[config.mk]
export PLATFORM = sky130hd
export DESIGN_NAME = mem_subsys
export DESIGN_NICKNAME = d
export VERILOG_FILES = /design/src/source/mem_pkg.sv /design/src/source/mem_subsys.sv /design/src/source/beat_collector.sv /design/src/source/burst_sequencer.sv /design/src/source/line_arbiter.sv
export SDC_FILE = /design/constraint.sdc
export NUM_CORES = 1
export LEC_CHECK = 0
export ABC_AREA = 1
export ABC_CLOCK_PERIOD_IN_PS = 22400
export BUFFER_PORTS_ARGS = -buffer_cell sky130_fd_sc_hd__buf_2
export CORE_AREA = 2 2 393 395
export CTS_CLUSTER_DIAMETER = 150
export DETAILED_ROUTE_END_ITERATION = 7
export DIE_AREA = 0 0 395 397
export SYNTH_ARGS = -nofsm -noshare
export SYNTH_HDL_FRONTEND = slang
export SYNTH_HIERARCHICAL = 1
export SYNTH_SLANG_ARGS = --single-unit
[constraint.sdc]
create_clock -name clk -period 22.4 [get_ports clk]
set_input_delay 1.12 -clock clk [delete_from_list [all_inputs] [get_ports clk]]
set_output_delay 1.12 -clock clk [all_outputs]
set_load 0.01 [all_outputs]
[src/source/mem_pkg.sv]
`default_nettype none

package mem_pkg;

    // memory protocol geometry
    localparam int LINE_BITS      = 256;
    localparam int BEAT_BITS      = 64;
    localparam int BEATS_PER_LINE = 4;

    // a line seen flat by the caches or as beats by the memory side
    // beat 0 sits in the low bits
    typedef union packed {
        logic [LINE_BITS-1:0]                     flat;
        logic [BEATS_PER_LINE-1:0][BEAT_BITS-1:0] beat;
    } line_data_u;

    // one line operation from a cache
    typedef struct packed {
        logic [31:0] addr;
        logic        write;
        line_data_u  wdata;
    } line_req_t;

    // line returned to the reading cache
    typedef struct packed {
        line_data_u rdata;
    } line_rsp_t;

    // one command on the burst memory port
    typedef struct packed {
        logic [31:0]          addr;
        logic                 read;
        logic                 write;
        logic [BEAT_BITS-1:0] wdata;
    } mem_cmd_t;

endpackage : mem_pkg

`default_nettype wire
[src/source/mem_subsys.sv]
`timescale 1ns/100ps
`default_nettype none

module mem_subsys
    import mem_pkg::*;
(
    input  logic                 clk,
    input  logic                 rst,

    // instruction cache port
    input  logic                 i_ic_req,
    input  logic [31:0]          i_ic_addr,
    output logic                 o_ic_ack,
    output line_rsp_t            o_ic_rsp,

    // data cache port
    input  logic                 i_dc_req,
    input  line_req_t            i_dc_op,
    output logic                 o_dc_ack,
    output line_rsp_t            o_dc_rsp,

    // burst memory port
    output mem_cmd_t             o_mem_cmd,
    input  logic                 i_mem_ready,
    input  logic                 i_mem_rvalid,
    input  logic [BEAT_BITS-1:0] i_mem_rdata
);

    logic       op_start;
    line_req_t  op;
    logic       op_done;
    logic       read_pending;
    logic       line_valid;
    line_data_u line_rdata;

    line_arbiter u_line_arbiter (
        .clk          (clk),
        .rst          (rst),
        .i_ic_req     (i_ic_req),
        .i_ic_addr    (i_ic_addr),
        .o_ic_ack     (o_ic_ack),
        .o_ic_rsp     (o_ic_rsp),
        .i_dc_req     (i_dc_req),
        .i_dc_op      (i_dc_op),
        .o_dc_ack     (o_dc_ack),
        .o_dc_rsp     (o_dc_rsp),
        .o_op_start   (op_start),
        .o_op         (op),
        .i_op_done    (op_done),
        .i_line_rdata (line_rdata)
    );

    burst_sequencer u_burst_sequencer (
        .clk            (clk),
        .rst            (rst),
        .i_op_start     (op_start),
        .i_op           (op),
        .o_op_done      (op_done),
        .o_read_pending (read_pending),
        .o_mem_cmd      (o_mem_cmd),
        .i_mem_ready    (i_mem_ready),
        .i_line_valid   (line_valid)
    );

    beat_collector u_beat_collector (
        .clk            (clk),
        .rst            (rst),
        .i_read_pending (read_pending),
        .i_mem_rvalid   (i_mem_rvalid),
        .i_mem_rdata    (i_mem_rdata),
        .o_line_valid   (line_valid),
        .o_line_rdata   (line_rdata)
    );

endmodule : mem_subsys

`default_nettype wire

[src/source/beat_collector.sv]
`timescale 1ns/100ps
`default_nettype none

module beat_collector
    import mem_pkg::*;
(
    input  logic                 clk,
    input  logic                 rst,

    // read in flight, from the sequencer
    input  logic                 i_read_pending,

    // returned beats from memory
    input  logic                 i_mem_rvalid,
    input  logic [BEAT_BITS-1:0] i_mem_rdata,

    // assembled line
    output logic                 o_line_valid,
    output line_data_u           o_line_rdata
);

    logic [1:0] beat_cnt;
    line_data_u line_q;

    always_ff @(posedge clk) begin
        if (rst) begin
            beat_cnt     <= '0;
            o_line_valid <= 1'b0;
        end else begin
            o_line_valid <= 1'b0;
            if (!i_read_pending) begin
                beat_cnt <= '0;
            end else if (i_mem_rvalid) begin
                // wraps back to beat 0 after the last one
                beat_cnt <= beat_cnt + 2'd1;
                if (beat_cnt == 2'(BEATS_PER_LINE - 1)) begin
                    o_line_valid <= 1'b1;
                end
            end
        end
    end

    // beats arrive in order, each lands in its own slot
    always_ff @(posedge clk) begin
        if (i_read_pending && i_mem_rvalid) begin
            line_q.beat[beat_cnt] <= i_mem_rdata;
        end
    end

    assign o_line_rdata = line_q;

    // memory only returns data for a read we issued
    a_no_stray_rvalid: assert property (
        @(posedge clk) disable iff (rst)
        i_mem_rvalid |-> i_read_pending
    );

endmodule : beat_collector

`default_nettype wire

[src/source/burst_sequencer.sv]
`timescale 1ns/100ps
`default_nettype none

module burst_sequencer
    import mem_pkg::*;
(
    input  logic      clk,
    input  logic      rst,

    // from the arbiter
    input  logic      i_op_start,
    input  line_req_t i_op,
    output logic      o_op_done,

    // to the beat collector
    output logic      o_read_pending,

    // burst memory command port
    output mem_cmd_t  o_mem_cmd,
    input  logic      i_mem_ready,

    // read line complete
    input  logic      i_line_valid
);

    line_req_t  op_q;
    logic       rd_q;
    logic       wr_q;
    logic       wr_done_q;
    logic [1:0] beat_cnt;
    logic       accept;

    // a command leaves on any cycle memory is ready for it
    assign accept = (rd_q | wr_q) & i_mem_ready;

    always_ff @(posedge clk) begin
        if (i_op_start) begin
            op_q <= i_op;
        end
    end

    always_ff @(posedge clk) begin
        if (rst) begin
            rd_q           <= 1'b0;
            wr_q           <= 1'b0;
            wr_done_q      <= 1'b0;
            beat_cnt       <= '0;
            o_read_pending <= 1'b0;
        end else begin
            wr_done_q <= 1'b0;
            if (i_op_start) begin
                rd_q           <= !i_op.write;
                wr_q           <= i_op.write;
                beat_cnt       <= '0;
                o_read_pending <= !i_op.write;
            end else begin
                if (accept) begin
                    if (rd_q) begin
                        // single command, beats come back on rvalid
                        rd_q <= 1'b0;
                    end else if (beat_cnt == 2'(BEATS_PER_LINE - 1)) begin
                        wr_q      <= 1'b0;
                        wr_done_q <= 1'b1;
                    end else begin
                        beat_cnt <= beat_cnt + 2'd1;
                    end
                end
                if (i_line_valid) begin
                    o_read_pending <= 1'b0;
                end
            end
        end
    end

    // command is a view of held state, so it stays put while ready is low
    always_comb begin
        o_mem_cmd.addr  = op_q.addr;
        o_mem_cmd.read  = rd_q;
        o_mem_cmd.write = wr_q;
        o_mem_cmd.wdata = op_q.wdata.beat[beat_cnt];
    end

    // write finishes a cycle after the last beat, read with the line
    assign o_op_done = wr_done_q | i_line_valid;

    a_rd_wr_excl: assert property (
        @(posedge clk) disable iff (rst)
        !(o_mem_cmd.read && o_mem_cmd.write)
    );

endmodule : burst_sequencer

`default_nettype wire

[src/source/line_arbiter.sv]
`timescale 1ns/100ps
`default_nettype none

module line_arbiter
    import mem_pkg::*;
(
    input  logic        clk,
    input  logic        rst,

    // instruction cache, read only
    input  logic        i_ic_req,
    input  logic [31:0] i_ic_addr,
    output logic        o_ic_ack,
    output line_rsp_t   o_ic_rsp,

    // data cache, reads and write-backs
    input  logic        i_dc_req,
    input  line_req_t   i_dc_op,
    output logic        o_dc_ack,
    output line_rsp_t   o_dc_rsp,

    // toward the burst sequencer
    output logic        o_op_start,
    output line_req_t   o_op,
    input  logic        i_op_done,
    input  line_data_u  i_line_rdata
);

    typedef enum logic [1:0] {
        ST_IDLE,
        ST_BUSY,
        ST_ACK
    } state_t;

    state_t    state;
    logic      owner_dc;
    line_req_t ic_op;
    line_rsp_t rsp_q;
    logic      owner_req;

    // instruction side only ever reads
    always_comb begin
        ic_op.addr       = i_ic_addr;
        ic_op.write      = 1'b0;
        ic_op.wdata.flat = '0;
    end

    // req of whichever client holds the current operation
    assign owner_req = owner_dc ? i_dc_req : i_ic_req;

    always_ff @(posedge clk) begin
        if (rst) begin
            state      <= ST_IDLE;
            owner_dc   <= 1'b0;
            o_op_start <= 1'b0;
            o_ic_ack   <= 1'b0;
            o_dc_ack   <= 1'b0;
        end else begin
            o_op_start <= 1'b0;
            case (state)
                ST_IDLE: begin
                    // fixed priority, instruction side first
                    if (i_ic_req) begin
                        owner_dc   <= 1'b0;
                        o_op_start <= 1'b1;
                        state      <= ST_BUSY;
                    end else if (i_dc_req) begin
                        owner_dc   <= 1'b1;
                        o_op_start <= 1'b1;
                        state      <= ST_BUSY;
                    end
                end
                ST_BUSY: begin
                    if (i_op_done) begin
                        state <= ST_ACK;
                        if (owner_dc) begin
                            o_dc_ack <= 1'b1;
                        end else begin
                            o_ic_ack <= 1'b1;
                        end
                    end
                end
                ST_ACK: begin
                    // hold ack until the owner lets go of req
                    if (!owner_req) begin
                        o_ic_ack <= 1'b0;
                        o_dc_ack <= 1'b0;
                        state    <= ST_IDLE;
                    end
                end
                default: begin
                    state <= ST_IDLE;
                end
            endcase
        end
    end

    // granted operation, kept for the whole transfer
    always_ff @(posedge clk) begin
        if (state == ST_IDLE) begin
            if (i_ic_req) begin
                o_op <= ic_op;
            end else if (i_dc_req) begin
                o_op <= i_dc_op;
            end
        end
    end

    // capture the read line as ack goes up
    always_ff @(posedge clk) begin
        if (state == ST_BUSY && i_op_done && !o_op.write) begin
            rsp_q.rdata <= i_line_rdata;
        end
    end

    // only the owner's ack is ever high, so one line register serves both
    assign o_ic_rsp = rsp_q;
    assign o_dc_rsp = rsp_q;

    a_one_ack: assert property (
        @(posedge clk) disable iff (rst)
        !(o_ic_ack && o_dc_ack)
    );

    // the caches must hand over line-aligned addresses
    a_line_aligned: assert property (
        @(posedge clk) disable iff (rst)
        o_op_start |-> (o_op.addr[4:0] == 5'd0)
    );

endmodule : line_arbiter

`default_nettype wire

==> results.yml, run 1 <==
worst_setup_path:
  rr_startpoint: "u_line_arbiter/state[0]$_SDFFE_PP0P_"
  cp-end-kind: "output port"
  crit_type: "reg2out"
  cp_data_arrival_time_ns: 3.37
  crit_path_max_fanout: 85
  reg2reg_depth: 7
  startpoint: "u_burst_sequencer/beat_cnt[0]$_SDFFE_PP0P_"
  reg2reg_slack_ns: 18.63
  start_kind: "flip-flop"
  r2r_end: "u_line_arbiter/o_dc_rsp[85]$_DFFE_PP_"
  critPathRequiredTime_ns: 21.28
sta:
  finClkSkew_ns: 0.0161
  fin_ws_ns: 17.91
  slew_violations: 0
  fin_crit_sh_pct: 20.1
  finalHoldViolations: 0
  setup_violations: 0
  setup_tns_ns: 0
  worstMarginPinSlew_ns: 1.26
  period_needed_ns: 4.49
  rsz0062_at_grt: "false"
  slew_headroom_pct: 16.0
  fmax_ghz: 0.223
die:
  start_util_pct: 26.2
  die_h_um: 397
  io_pins: 1003
  die_x_um: 395
  dieArea_um2: 157000
  core_um2: 153000
  placementRows: 144
place:
  placed_cell_area_um2: 45100
  io_buffers: 1002
  dp_hpwl_um: 88000
  globalplace.congestion: 0.957
  pre_cts_ws_ns: 17.34
yosys:
  syn_area_per_cell_um2: 16.1
  synth_top_flop_cell: "edfxtp_1"
  netlist.area_leader.share_pct: 81.5
  synth_cells: 2496
  synth.distinct_cells: 29
  netlist_area_um2: 40100
  synth_warnings: 6
  synth_area_leaders: "edfxtp_1, buf_4, nor2_1"
  synth-edff-count: 1089
  seq_area_frac_synth_pct: 82.2
  syn-num-nets: 2892
  ys_ff_latch: 1104
  synth_top_cell_by_area: "edfxtp_1"
  async_flop_share_pct: 0
cells_and_area:
  multi_input_area_um2: 3240
  area_growth_pct: 21.6
  final_util_pct: 31.9
  drive_gt1_share_pct: 35.9
  ff_latch_area_um2: 33000
  nNetsFinal: 3655
  fillers: 15100
  design_area_um2: 48800
pwr:
  p_per_area_nw_per_um2: 92.2
  p_total_mw: 4.50
  clkPwrFrac_pct: 41.9
  p_int_mw: 3.54
  power.leakage_nw: 19.2
  p_switching_mw: 0.958
  seqPwrFrac_pct: 53.6
  combPwrFrac_pct: 4.4
  p_sw_share_pct: 21.3
  ir_drop_mv: 0.0538
clocking:
  post_cts_resized: 0
  ctsHoldBuffers: 0
  postCtsSetupRepairBufs: 0
  root_buffer: "clkbuf_16"
  clockBufferDepth: 3
  clock_sinks: 1104
  cts.htree.levels: 3
  cts_buffers: 109
  clkTransAtPathRegs_ns: 0.06
  cts_tree: "yes"
  clock_latency_ns: 0.71
grt:
  grt_overflow_total: 0
  antenna_found_initial: 48
  grt_max_degree: 191
  grt_pass1_vias: 21300
  grt.total_usage_pct: 14.7
  grt_pass1_wl_um: 162000
routing:
  vias_per_cell: 4.03
  vias: 21800
  drt_iter0_markers: 1628
  avgRoutedWirePerCell_um: 22.1
  drc: 0
  routed_wirelength_um: 119000
  antenna_left: 0
  drtPass1Iterations: 7
worst_hold_path:
  holdPathStages: 0
  hp-class: "reg2reg"
  worstHoldStart: "u_line_arbiter/o_op[36]$_SDFFCE_PP0P_"
  hold_path_end: "u_burst_sequencer/op_q[36]$_DFFE_PP_"
job:
  cap_violations: 0
status:
  outcome: "finished, final reports clean"
registers in the layout, summed over array words and instances, names as in the netlist:
register,flops
u_line_arbiter/o_ic_ack,1
u_line_arbiter/o_dc_ack,1
u_burst_sequencer/wr_q,1
u_line_arbiter/owner_dc,1
u_line_arbiter/o_dc_rsp,256
u_burst_sequencer/o_mem_cmd,32
u_line_arbiter/o_op_start,1
u_burst_sequencer/beat_cnt,2
u_burst_sequencer/rd_q,1
u_burst_sequencer/wr_done_q,1
u_burst_sequencer/op_q,256
u_burst_sequencer/o_read_pending,1
u_line_arbiter/o_op,289
u_beat_collector/o_line_rdata,256
u_beat_collector/o_line_valid,1
u_beat_collector/beat_cnt,2
u_line_arbiter/state,2
cells by family (layout without fill, tap and decap cells):
kind of cell               count (synthesis)  in the layout  synth area share [%]
AOI/OAI and AO/OA                        201            201                  2.74
adders and majority gates                  5              5                 0.156
buffers and inverters                    653           1503                  9.78
DFF                                     1104           1104                  82.2
other                                      0             17                     0
and+or+nand+nor                          533            533                  5.09
cells in the mapped netlist (9+ instances only):
library cell  instances
nor2_1              400
dfxtp_1              15
clkbuf_1             16
nand2_1             120
edfxtp_1           1089
buf_2                 9
inv_1               283
buf_4               296
o21ai_1              48
o21ai_0              81
o22ai_1              64
buf_6                44
worst max path at each step:
stage                                                  end  slack [ns]  cells past startpoint
finish                                        o_mem_cmd[2]       17.91                      5
global route                                  o_mem_cmd[2]       17.64                      5
CTS                                          o_mem_cmd[19]       17.77                      5
detailed placement  u_line_arbiter/o_op[161]$_SDFFCE_PP0P_       17.34                      5
global placement    u_line_arbiter/o_op[161]$_SDFFCE_PP0P_       17.44                      5
floorplan             u_line_arbiter/o_dc_rsp[0]$_DFFE_PP_       10.29                      4
layout make-up:
class,instances,share of cell area (%)
antenna,17,0.0871
clock buffer,126,5.72
clock inverter,72,1.86
inverter,285,2.21
multi-input combinational,739,6.64
sequential,1104,67.6
tap,2044,5.24
timing repair buffer,1020,10.6
routing by layer:
metal	track usage (%)	part of all wire [%]
met5	0	0.15
met4	6.52	4.2
met2	26.3	51
met1	16.2	35
met3	4.26	9.4
stage by stage:
stage          cells  hold slack, ns
6_report        5407           0.406
5_1_grt         5394           0.406
4_1_cts         5390           0.403
3_5_place_dp    5192           0.405
3_3_place_gp    5192           0.400
2_1_floorplan   2496           0.400
worst max-delay path: stages (launching register included):
cell and delay [ns]:
dfxtp_4 0.51, inv_4 0.72, buf_4 0.59, o21ai_0 0.17, o22ai_1 0.28, buf_2 0.20
power by group through the flow:
stage,combinational (mW),clock (mW),sequential (mW)
after floorplan,0.103,0,2.47
after global placement,0.201,0,2.45
after detailed placement,0.204,0,2.46
after CTS,0.205,1.95,2.41
after global routing,0.222,2.02,2.42
final,0.199,1.89,2.41
cell usage in the layout (no fill, tap or decap), types with 2 or more instances in the layout:
master      synthesis  layout
edfxtp_1         1089    1089
buf_2               9    1001
nor2_1            400     395
inv_1             283     281
nand2_1           120     120
clkbuf_16           0     109
o21ai_0            81      81
o22ai_1            64      64
o21ai_1            48      48
clkinv_1            0      21
diode_2             0      17
clkbuf_1           16      17
bufinv_16           0      17
buf_4             296      16
clkinv_2            0      13
dfxtp_1            15      12
clkinvlp_4          0       6
clkinv_4            0       6
nor2_4              0       5
ha_1                5       5
nand4_1             5       5
a21oi_1             4       4
inv_6               0       3
inv_16              0       2
clkinv_16           0       2
inv_8               0       2
inv_2               1       2
nand3_1             2       2
o31ai_1             2       2
dfxtp_4             0       2
buf_12              1       2
No activity file was read; power rests on OpenSTA's default activity.
==> inputs of run 2 (changes only) <==
--- a/config.mk
+++ b/config.mk
@@ -6,12 +6,12 @@
 export NUM_CORES = 1
 export LEC_CHECK = 0
 export ABC_AREA = 1
-export ABC_CLOCK_PERIOD_IN_PS = 22400
+export ABC_CLOCK_PERIOD_IN_PS = 3700
 export BUFFER_PORTS_ARGS = -buffer_cell sky130_fd_sc_hd__buf_2
-export CORE_AREA = 2 2 393 395
+export CORE_AREA = 2 2 392 394
 export CTS_CLUSTER_DIAMETER = 150
 export DETAILED_ROUTE_END_ITERATION = 7
-export DIE_AREA = 0 0 395 397
+export DIE_AREA = 0 0 394 396
 export SYNTH_ARGS = -nofsm -noshare
 export SYNTH_HDL_FRONTEND = slang
 export SYNTH_HIERARCHICAL = 1
==> constraint.sdc (replaced) <==
create_clock -name clk -period 3.7 [get_ports clk]
set_input_delay 0.185 -clock clk [delete_from_list [all_inputs] [get_ports clk]]
set_output_delay 0.185 -clock clk [all_outputs]
set_load 0.01 [all_outputs]
==> results.yml, run 2 (same netlist as run 1, synthesis figures left out) <==
worst_setup_path:
  reg2reg_depth: 5
  path_cells: "buf_4 > o21ai_0 > o22ai_1 > buf_2"
  slowest_stage: "dfxtp_4"
  max_stage_delay_ns: 0.74
  start_kind: "flip-flop"
  crit_path_max_fanout: 54
  crit_type: "reg2out"
  rr_startpoint: "u_line_arbiter/state[0]$_SDFFE_PP0P_"
  reg2reg_slack_ns: 1.48
  r2r_end: "u_line_arbiter/o_dc_rsp[13]$_DFFE_PP_"
  cp_data_arrival_time_ns: 2.84
  cp-end-kind: "output port"
  critPathRequiredTime_ns: 3.51
worst_hold_path:
  hp-class: "in2reg"
  hold_path_end: "u_beat_collector/o_line_rdata[129]$_DFFE_PP_"
  worstHoldStart: "i_mem_rdata[1]"
  holdPathStages: 2
routing:
  routed_wirelength_um: 131000
  drt_iter0_markers: 1847
  antenna_left: 0
  drc: 0
  vias: 24100
  vias_per_cell: 4.12
  avgRoutedWirePerCell_um: 22.3
  drtPass1Iterations: 8
pwr:
  p_sw_share_pct: 21.7
  power.leakage_nw: 21.3
  ir_drop_mv: 0.356
  p_switching_mw: 6.10
  p_per_area_nw_per_um2: 524
  p_int_mw: 22.0
  clkPwrFrac_pct: 42.0
  combPwrFrac_pct: 6.0
  p_total_mw: 28.1
  seqPwrFrac_pct: 52.1
grt:
  grt.total_usage_pct: 16.1
  grtUsageMet2_pct: 28.0
  grt_overflow_total: 0
  global_route.usage.met3_pct: 3.89
  grtUsageMet1_pct: 18.4
  grt_max_degree: 200
  antenna_found_initial: 31
  grt_pass1_vias: 24300
  grt_most_used_layer: "met2"
  grt_pass1_wl_um: 179000
clocking:
  cts_buffers: 114
  root_buffer: "clkbuf_16"
  clock_sinks: 1104
  post_cts_resized: 0
  clkTransAtPathRegs_ns: 0.06
  postCtsSetupRepairBufs: 0
  clock_latency_ns: 0.71
  cts_tree: "yes"
  clockBufferDepth: 3
  ctsHoldBuffers: 435
  cts.htree.levels: 3
sta:
  fin_crit_sh_pct: 81.8
  rsz0062_at_grt: "false"
  whs_ns: 0.212
  setup_tns_ns: 0
  finClkSkew_ns: 0.0328
  slew_violations: 0
  setup_violations: 0
  period_needed_ns: 3.03
  finalHoldViolations: 0
  worstMarginPinSlew_ns: 1.10
  slew_headroom_pct: 26.8
  fmax_ghz: 0.330
place:
  dp_hpwl_um: 94000
  io_buffers: 1002
  globalplace.congestion: 1.01
  placed_cell_area_um2: 45400
cells_and_area:
  largest_reg_flops: 289
  final_cell_mix: "edfxtp_1, buf_2, dlygate4sd3_1"
  design_area_um2: 53600
  top_register: "u_line_arbiter/o_op"
  nNetsFinal: 4111
  drive_gt1_share_pct: 32.4
  fillers: 14500
  area_growth_pct: 33.7
  layout_commonest_cell: "edfxtp_1"
die:
  die_h_um: 396
  dieArea_um2: 156000
  core_um2: 152000
  die_x_um: 394
  start_util_pct: 26.5
  placementRows: 143
  io_pins: 1003
job:
  cap_violations: 0
status:
  outcome: "finished, final reports clean"
## run 2: cell types whose count changed in the layout (fill, tap and decap cells not counted), moves of 2 or more
cell and delta:
buf_12 +13, buf_4 +2, clkbuf_16 +6, clkinv_1 -4, clkinv_2 +9, clkinv_4 -2, clkinvlp_4 +5, diode_2 -4
dlygate4sd3_1 +435, inv_16 -2
## run 2: critical path: cells and delay by family, from the launching register on
kind	cells	cell delay, ns
flip-flops	1	0.74
buffers and inverters	2	0.76
AO/OA/AOI/OAI	2	0.56
## run 2: power by group through the flow
stage / sequential, mW / clock, mW / combinational, mW
final: 14.6 / 11.8 / 1.68
after global routing: 14.7 / 12.5 / 1.84
after detailed placement: 14.9 / 0 / 1.29
after floorplan: 14.9 / 0 / 0.629
after global placement: 14.9 / 0 / 1.28
after CTS: 14.6 / 12.1 / 1.69
## run 2: routing by layer
layer / up-vias / routed length (µm) / part of all wire (%)
met2: 1117 / 65300 / 50
li1: 10800 / - / -
met1: 11900 / 49000 / 38
met4: 34 / 6960 / 5.3
met5: - / 226 / 0.17
met3: 233 / 9090 / 7.0
## run 2: area by class of cell
cell class,instances,area [µm²],area share [%]
flip-flops and latches,1104,33000,61.5
repair buffers,1471,9840,18.3
multi-input cells,739,3260,6.08
clock buffers,133,2950,5.49
well taps,2030,2540,4.74
inverters,285,1080,2.01
clock inverters,78,928,1.73
diodes,13,32.5,0.0606
## run 2: worst max-delay path by stage
stage	slack, ns	endpoint	start
after CTS	0.38	o_mem_cmd[63]	u_burst_sequencer/beat_cnt[0]$_SDFFE_PP0P_
after global placement	1.28	o_mem_cmd[60]	u_burst_sequencer/beat_cnt[0]$_SDFFE_PP0P_
final	0.67	o_mem_cmd[63]	u_burst_sequencer/beat_cnt[0]$_SDFFE_PP0P_
after floorplan	-1.64	u_line_arbiter/o_op[0]$_SDFFCE_PP0P_	i_ic_req
after detailed placement	1.21	o_mem_cmd[63]	u_burst_sequencer/beat_cnt[0]$_SDFFE_PP0P_
after global routing	0.40	o_mem_cmd[63]	u_burst_sequencer/beat_cnt[0]$_SDFFE_PP0P_
## run 2: metrics by stage
step | std cells | setup WS [ns] | util, %
after floorplan | 2496 | -1.64 | -
after global placement | 5193 | 1.28 | 29.9
after detailed placement | 5193 | 1.21 | 29.9
after CTS | 5839 | 0.379 | 35.4
after global routing | 5846 | 0.397 | 35.4
final | 5853 | 0.674 | 35.4
